==> src/include/ram_settings.svh <==
`ifndef RAM_SETTINGS_SVH
`define RAM_SETTINGS_SVH

// Sizing of the simple dual-port RAM
// Every RTL file and the testbench take the widths from here

// Bits per memory word
`define RAM_DATA_WIDTH 16

// Address bits per word address
// Depth is always 2**RAM_ADDR_WIDTH words
`define RAM_ADDR_WIDTH 6

// Number of words in the array
`define RAM_DEPTH (1 << `RAM_ADDR_WIDTH)

`endif

==> src/design/ram_pkg.sv <==
`default_nettype none

`include "ram_settings.svh"

// Shared vector types of the RAM
package ram_pkg;

    // One memory word, as written on port A and read on port B
    typedef logic [`RAM_DATA_WIDTH-1:0] data_t;

    // One word address
    typedef logic [`RAM_ADDR_WIDTH-1:0] addr_t;

    // All-zero values used by the register clears
    localparam data_t DATA_ZERO = '0;
    localparam addr_t ADDR_ZERO = '0;

endpackage : ram_pkg

`default_nettype wire

==> src/design/ram_array.sv <==
`timescale 1ns/1ps
`default_nettype none

`include "ram_settings.svh"

// Memory array shared by both ports
// Write on the clock edge, read combinationally at the registered read address
module ram_array (
    input  wire logic           a_outdata_aclr,

    // Registered write request from port A
    input  wire logic           wr_en_reg,
    input  wire ram_pkg::data_t wr_data_reg,
    input  wire ram_pkg::addr_t wr_address_reg,

    // Registered read address from port B
    input  wire ram_pkg::addr_t rd_address_reg,
    output ram_pkg::data_t      rd_word
);

    // Storage, contents are not cleared
    ram_pkg::data_t mem [`RAM_DEPTH];

    // Synchronous write of the registered request
    always_ff @(posedge a_outdata_aclr) begin
        if (wr_en_reg) begin
            mem[wr_address_reg] <= wr_data_reg;
        end
    end

    // Read side sees the word before any write on the same edge
    // so a same-address collision returns old data
    assign rd_word = mem[rd_address_reg];

    // A write that fires must carry a known address and data word
    property p_write_known;
        @(posedge a_outdata_aclr)
            wr_en_reg |-> !$isunknown({wr_address_reg, wr_data_reg});
    endproperty

    a_write_known : assert property (p_write_known)
        else $error("write to the array with unknown address or data");

endmodule : ram_array

`default_nettype wire

==> src/design/ram_read_port.sv <==
`timescale 1ns/1ps
`default_nettype none

`include "ram_settings.svh"

// Port B read registers
// Address register feeds the array and the output register captures its word
module ram_read_port (
    input  wire logic           a_outdata_aclr,
    input  wire logic           clock0,

    // Raw read request
    input  wire ram_pkg::addr_t rd_address,
    input  wire logic           rd_address_stall,
    input  wire logic           clocken_out,

    // Word returned by the array for rd_address_reg
    input  wire ram_pkg::data_t rd_word,

    output ram_pkg::addr_t      rd_address_reg,
    output ram_pkg::data_t      q
);

    // Read address register
    // While stalled it keeps pointing at the earlier word
    always_ff @(posedge a_outdata_aclr or posedge clock0) begin
        if (clock0) begin
            rd_address_reg <= ram_pkg::ADDR_ZERO;
        end else if (!rd_address_stall) begin
            rd_address_reg <= rd_address;
        end
    end

    // Output data register
    // Loads the addressed word one edge after the address was taken
    always_ff @(posedge a_outdata_aclr or posedge clock0) begin
        if (clock0) begin
            q <= ram_pkg::DATA_ZERO;
        end else if (clocken_out) begin
            q <= rd_word;
        end
    end

    // q must not move on the edge after clocken_out was low
    property p_q_hold;
        @(posedge a_outdata_aclr) disable iff (clock0)
            !clocken_out |=> $stable(q);
    endproperty

    a_q_hold : assert property (p_q_hold)
        else $error("q changed while clocken_out was low");

endmodule : ram_read_port

`default_nettype wire

==> src/design/ram_write_port.sv <==
`timescale 1ns/1ps
`default_nettype none

`include "ram_settings.svh"

// Port A input registers
// The write request is captured here and reaches the array one edge later
module ram_write_port (
    input  wire logic          a_outdata_aclr,
    input  wire logic          clock0,

    // Raw write request
    input  wire logic          wr_en,
    input  wire ram_pkg::data_t wr_data,
    input  wire ram_pkg::addr_t wr_address,
    input  wire logic          wr_address_stall,
    input  wire logic          clocken_in,

    // Registered write request towards the array
    output ram_pkg::data_t     wr_data_reg,
    output ram_pkg::addr_t     wr_address_reg,
    output logic               wr_en_reg
);

    // Write enable register
    // Cleared on reset so nothing is written while the RAM comes up
    always_ff @(posedge a_outdata_aclr or posedge clock0) begin
        if (clock0) begin
            wr_en_reg <= 1'b0;
        end else if (clocken_in) begin
            wr_en_reg <= wr_en;
        end
    end

    // Input data register
    always_ff @(posedge a_outdata_aclr or posedge clock0) begin
        if (clock0) begin
            wr_data_reg <= ram_pkg::DATA_ZERO;
        end else if (clocken_in) begin
            wr_data_reg <= wr_data;
        end
    end

    // Write address register
    // Only the stall holds it, the input clock enable has no say here
    always_ff @(posedge a_outdata_aclr or posedge clock0) begin
        if (clock0) begin
            wr_address_reg <= ram_pkg::ADDR_ZERO;
        end else if (!wr_address_stall) begin
            wr_address_reg <= wr_address;
        end
    end

    // Once out of reset the array must never see an unknown write enable
    property p_wr_en_known;
        @(posedge a_outdata_aclr) disable iff (clock0)
            !$isunknown(wr_en_reg);
    endproperty

    a_wr_en_known : assert property (p_wr_en_known)
        else $error("wr_en_reg is unknown after reset release");

endmodule : ram_write_port

`default_nettype wire

==> src/design/simple_dual_port_ram.sv <==
`timescale 1ns/1ps
`default_nettype none

`include "ram_settings.svh"

// Simple dual-port RAM
// Port A writes, port B reads, one clock and one asynchronous clear
module simple_dual_port_ram (
    input  wire logic           a_outdata_aclr,
    input  wire logic           clock0,

    // Write port
    input  wire logic           wr_en,
    input  wire ram_pkg::data_t wr_data,
    input  wire ram_pkg::addr_t wr_address,
    input  wire logic           wr_address_stall,
    input  wire logic           clocken_in,

    // Read port
    input  wire ram_pkg::addr_t rd_address,
    input  wire logic           rd_address_stall,
    input  wire logic           clocken_out,
    output ram_pkg::data_t      q
);

    // Registered write request
    logic           wr_en_reg;
    ram_pkg::data_t wr_data_reg;
    ram_pkg::addr_t wr_address_reg;

    // Read side between array and read port
    ram_pkg::addr_t rd_address_reg;
    ram_pkg::data_t rd_word;

    ram_write_port u_write_port (
        .a_outdata_aclr   (a_outdata_aclr),
        .clock0           (clock0),
        .wr_en            (wr_en),
        .wr_data          (wr_data),
        .wr_address       (wr_address),
        .wr_address_stall (wr_address_stall),
        .clocken_in       (clocken_in),
        .wr_data_reg      (wr_data_reg),
        .wr_address_reg   (wr_address_reg),
        .wr_en_reg        (wr_en_reg)
    );

    ram_array u_array (
        .a_outdata_aclr (a_outdata_aclr),
        .wr_en_reg      (wr_en_reg),
        .wr_data_reg    (wr_data_reg),
        .wr_address_reg (wr_address_reg),
        .rd_address_reg (rd_address_reg),
        .rd_word        (rd_word)
    );

    // Output register loads rd_word, so q trails the address by two edges
    ram_read_port u_read_port (
        .a_outdata_aclr   (a_outdata_aclr),
        .clock0           (clock0),
        .rd_address       (rd_address),
        .rd_address_stall (rd_address_stall),
        .clocken_out      (clocken_out),
        .rd_word          (rd_word),
        .rd_address_reg   (rd_address_reg),
        .q                (q)
    );

endmodule : simple_dual_port_ram

`default_nettype wire

==> config.mk <==
export PLATFORM = sky130hd
export DESIGN_NAME = simple_dual_port_ram
export DESIGN_NICKNAME = d
export VERILOG_FILES = /design/src/design/ram_pkg.sv /design/src/design/ram_array.sv /design/src/design/ram_read_port.sv /design/src/design/ram_write_port.sv /design/src/design/simple_dual_port_ram.sv
export VERILOG_INCLUDE_DIRS = /design/src /design/src/include
export SDC_FILE = /design/constraint.sdc
export NUM_CORES = 1
export LEC_CHECK = 0
export BUFFER_PORTS_ARGS = -buffer_cell sky130_fd_sc_hd__buf_4
export CAP_MARGIN = 20
export CORE_UTILIZATION = 40
export DETAILED_ROUTE_END_ITERATION = 8
export PLACE_DENSITY = 0.55
export SKIP_CTS_REPAIR_TIMING = 1
export SYNTH_ARGS = -nofsm -noshare
export SYNTH_HDL_FRONTEND = slang
export SYNTH_HIERARCHICAL = 1
export SYNTH_SLANG_ARGS = --single-unit
==> constraint.sdc <==
create_clock -name a_outdata_aclr -period 5.6 [get_ports a_outdata_aclr]
set_clock_uncertainty 0.1 [all_clocks]
set_input_delay 0 -clock a_outdata_aclr [delete_from_list [all_inputs] [get_ports a_outdata_aclr]]
set_output_delay 0 -clock a_outdata_aclr [all_outputs]
set_load 0.1 [all_outputs]
# Word level (Yosys, flattened, before mapping)
# Memories as Yosys holds them, arrays and structs flattened. A register that Yosys moved wholly into a read port is not among the register bits.
# Index checks and enable logic that the tools add are counted.
# totals
ff_bits,29
ramBits,1024
in_bits,35
output_inout_bits,16
elab_cells,7
mem_count,1
# memory_table
memory,depth,word_bits,read_ports,rd_clocked_by_memory_dff,wr,line_no,text
u_array.mem,64,16,1,1,1,ram_array.sv:22,ram_pkg::data_t mem [`RAM_DEPTH];
# classes
mux,2
# ops
op,count
2-to-1 mux 1 bit,2

# Logic depth before layout (Yosys ltp)
# logic_depth
ltp_word,2
ltp_mapped,11
mapped_depth_nobuf,6

# Hierarchy
# The synthesis kept the hierarchy.
# modules_own_cells
module,n_inst,cells_per_inst,area_each_um2,seq_area_each_um2
ram_array,1,1813,39721.8,30749.5
ram_write_port,1,50,912.1,575.6
ram_read_port,1,48,875.8,550.5

# Worst setup path after synthesis
# OpenSTA, ideal clock, no wires.
# synth_timing
path_type,register to register
startpoint,reg u_write_port.wr_address_reg[3]
endpoint,"mem u_array/mem[48][0] (netlist bit), enable pin"
setup_ns,0.409
arrival_ns,1.986
required_time_ns,5.091
setup_slack_ns,3.105
stages_incl_launch_ff,5
n_path_buf,1
period_less_slack_ns,2.495
path_cell_list,dfrtp_1 clkbuf_1 nor2b_1 nand4b_1 nor3_1
# synth_lines
element,line_no,text
"start, declared",ram_write_port.sv:21,"output ram_pkg::addr_t wr_address_reg,"
"start signal, assigned",ram_write_port.sv:48,wr_address_reg <= ram_pkg::ADDR_ZERO;
"start signal, assigned",ram_write_port.sv:50,wr_address_reg <= wr_address;
"end, declared",ram_array.sv:22,
# No word-level cell before the write port.

==> results.json <==
{
  "status": "completed",
  "cp-startpoint": "u_read_port/rd_address_reg[0]$_DFFE_PP0N_",
  "holdCritPathClass": "input pin to flip-flop",
  "final_antenna_net_count": 0,
  "synth.area.top_cells": "edfxtp_1 74%, mux4_2 12%, dfrtp_1 2.7%, mux2i_1 2.0%, mux2_2 1.4%",
  "dpl_worst_slack_ns": 1.51,
  "die_y_um": 324,
  "finalInstanceArea_um2": 47900,
  "clock-root-buffer": "clkbuf_16",
  "synth_top_area_cell": "edfxtp_1",
  "slew_headroom": 0.278,
  "syn_to_final_growth_pct": 15.4,
  "ys_seq_area_frac": 0.768,
  "ios": 51,
  "die_area_um2": 105000,
  "synth-edff-count": 1024,
  "critPathMaxFanout": 40,
  "fin_crit_sh": 0.726,
  "grt_max_degree": 73,
  "cts_tree": "yes",
  "critical_path_class": "flip-flop to flip-flop",
  "tns_ns": 0,
  "clock_path_buffers": 3,
  "clock.fmax_mhz": 246,
  "cp.required_ns": 6.06,
  "first_global_vias": 20000,
  "maxCapViolCount": 0,
  "synthArstFlopShare": 0.0421,
  "track_usage": 0.198,
  "largest_reg_flops": 1024,
  "drt_pre_antenna_iters": 7,
  "synth_ff_type": "edfxtp_1",
  "peakVddDrop_mv": 0.286,
  "via_per_inst": 5.59,
  "place_area_um2": 43700,
  "leakage_nw": 15.4,
  "final_common_cell": "edfxtp_1",
  "finalCriticalPeriod_ns": 4.07,
  "tightest_slew_ns": 1.08,
  "reg2reg_from": "u_read_port/rd_address_reg[0]$_DFFE_PP0N_",
  "core_um2": 102000,
  "cts_buffers": 111,
  "clk_latency_ns": 0.67,
  "via_count": 20100,
  "layout_common_cells": "1024 x edfxtp_1, 220 x mux4_2, 153 x buf_4",
  "synth_seq_cells": 1069,
  "syn-instance-count": 1911,
  "report.final.slew_viol_count": 0,
  "portBuffers": 50,
  "htree_levels": 3,
  "syn_area_um2": 41500,
  "antenna_found_initial": 3,
  "min_from": "wr_address_stall",
  "worstPathArrival_ns": 4.53,
  "synth_area_per_cell_um2": 21.7,
  "hold_viol": 0,
  "synth_top_area_share": 0.741,
  "drc": 0,
  "gp_congestion": 0.828,
  "end_kind": "flip-flop",
  "die_w_um": 324,
  "grt_pass1_wl_um": 147000,
  "worst_slack_ns": 1.53,
  "start_util": 0.406,
  "clk_pin_slew_ns": 0.06,
  "synth.distinct_cells": 45,
  "drt_iter0_drc": 2172,
  "hpwl_um": 60700,
  "rows": 117,
  "wirelength_um": 103000,
  "drive_above_1_share": 0.283,
  "finalSetupViolCount": 0,
  "cts.sinks": 1069,
  "nets": 2178,
  "pwr_density_cell_nw_per_um2": 378,
  "syn-num-nets": 1946,
  "yosysWarnings": 6,
  "rsz0062_at_grt": "false",
  "start_kind": "flip-flop",
  "grt.overflow.total": 0,
  "wire_per_inst_um": 28.6
}
-- area by class of cell --
cell class	count	area [µm²]
antenna	2	5.00
clock buffer	165	3130
clock inverter	38	319
fill	8461	54400
inverter	2	7.51
multi-input combinational	730	8850
sequential	1069	31900
tap	1368	1710
timing repair buffer	229	1980
-- routing by layer --
| layer | global-route usage | share of wire | routed length, µm | vias to the layer above |
|---|---|---|---|---|
| li1 | - | - | - | 8470 |
| met1 | 0.285 | 0.44 | 45100 | 10800 |
| met2 | 0.313 | 0.48 | 49300 | 669 |
| met3 | 0.0318 | 0.060 | 6180 | 146 |
| met4 | 0.0526 | 0.024 | 2440 | 2 |
| met5 | 0 | 0.00012 | 12 | - |
-- through the flow --
| step | utilization | power (mW) | std cells | hold WS [ns] |
|---|---|---|---|---|
| after floorplan | - | 10.5 | 1911 | -0.111 |
| after global placement | 0.427 | 11.2 | 3326 | 0.0526 |
| after detailed placement | 0.427 | 11.2 | 3326 | 0.0629 |
| after CTS | 0.461 | 18.2 | 3529 | -0.662 |
| after global routing | 0.468 | 18.7 | 3601 | 0.0734 |
| final | 0.468 | 18.1 | 3603 | 0.0710 |
-- cell usage after synthesis, types with 2 or more instances --
cell type and instances:
a211oi_1 8, clkbuf_2 2, mux2_2 52, inv_1 2
nand4_1 12, buf_2 38, mux4_1 4, mux2i_1 85
buf_12 7, buf_1 3, a31oi_1 8, nor2b_1 30
nor2_2 2, a311oi_1 8, and2_1 2, nand2_1 59
nand3b_1 2, dfrtp_1 45, a22oi_1 39, a41oi_1 5
nand2b_1 3, a22o_1 6, buf_6 19, a221oi_1 16
mux4_2 220, nand3_1 24, nor3_1 2, edfxtp_1 1024
o21ai_1 3, buf_8 3, and4_1 5, mux2_4 20
nor2_1 72, o21ai_0 5, nor4_2 3, a21oi_1 17
a221o_1 6, clkbuf_1 24, a211o_1 8, buf_4 13
-- critical path, cell delays in order (launching register included) --
cell	delay [ns]
dfrtp_4	1.04
buf_4	0.66
mux4_2	0.59
mux2i_1	0.41
a22oi_1	0.16
a31oi_1	0.56
a311oi_1	0.10
mux2_2	0.29
-- cells by family after synthesis --
kind of cell / count (synthesis) / share of synthesized area
compound gates: 129 / 0.0232
flops: 1069 / 0.768
simple gates: 220 / 0.0255
mux: 381 / 0.164
buf+inv: 112 / 0.0196
-- final timing paths --
check / to / slack (ns) / depth (start not counted)
worst max-delay path: u_read_port/q[1]$_DFFE_PP0P_ / 1.53 / 7
worst min-delay path: u_write_port/wr_address_reg[3]$_DFFE_PP0N_ / 0.07 / 3
worst max register to register: u_read_port/q[1]$_DFFE_PP0P_ / 1.53 / 7
worst min register to register: u_array/mem[30][3]$_DFFE_PP_ / 0.40 / 0
max in group asynchronous: u_read_port/rd_address_reg[1]$_DFFE_PP0N_ / 4.46 / 5
min in group asynchronous: u_write_port/wr_address_reg[2]$_DFFE_PP0N_ / 0.36 / 4
-- power breakdown --
part,switching (mW),internal (mW)
clock,2.95,4.07
combinational,1.24,0.673
sequential,0.178,9.01
Note: power is estimated with default switching activity, not from simulation.
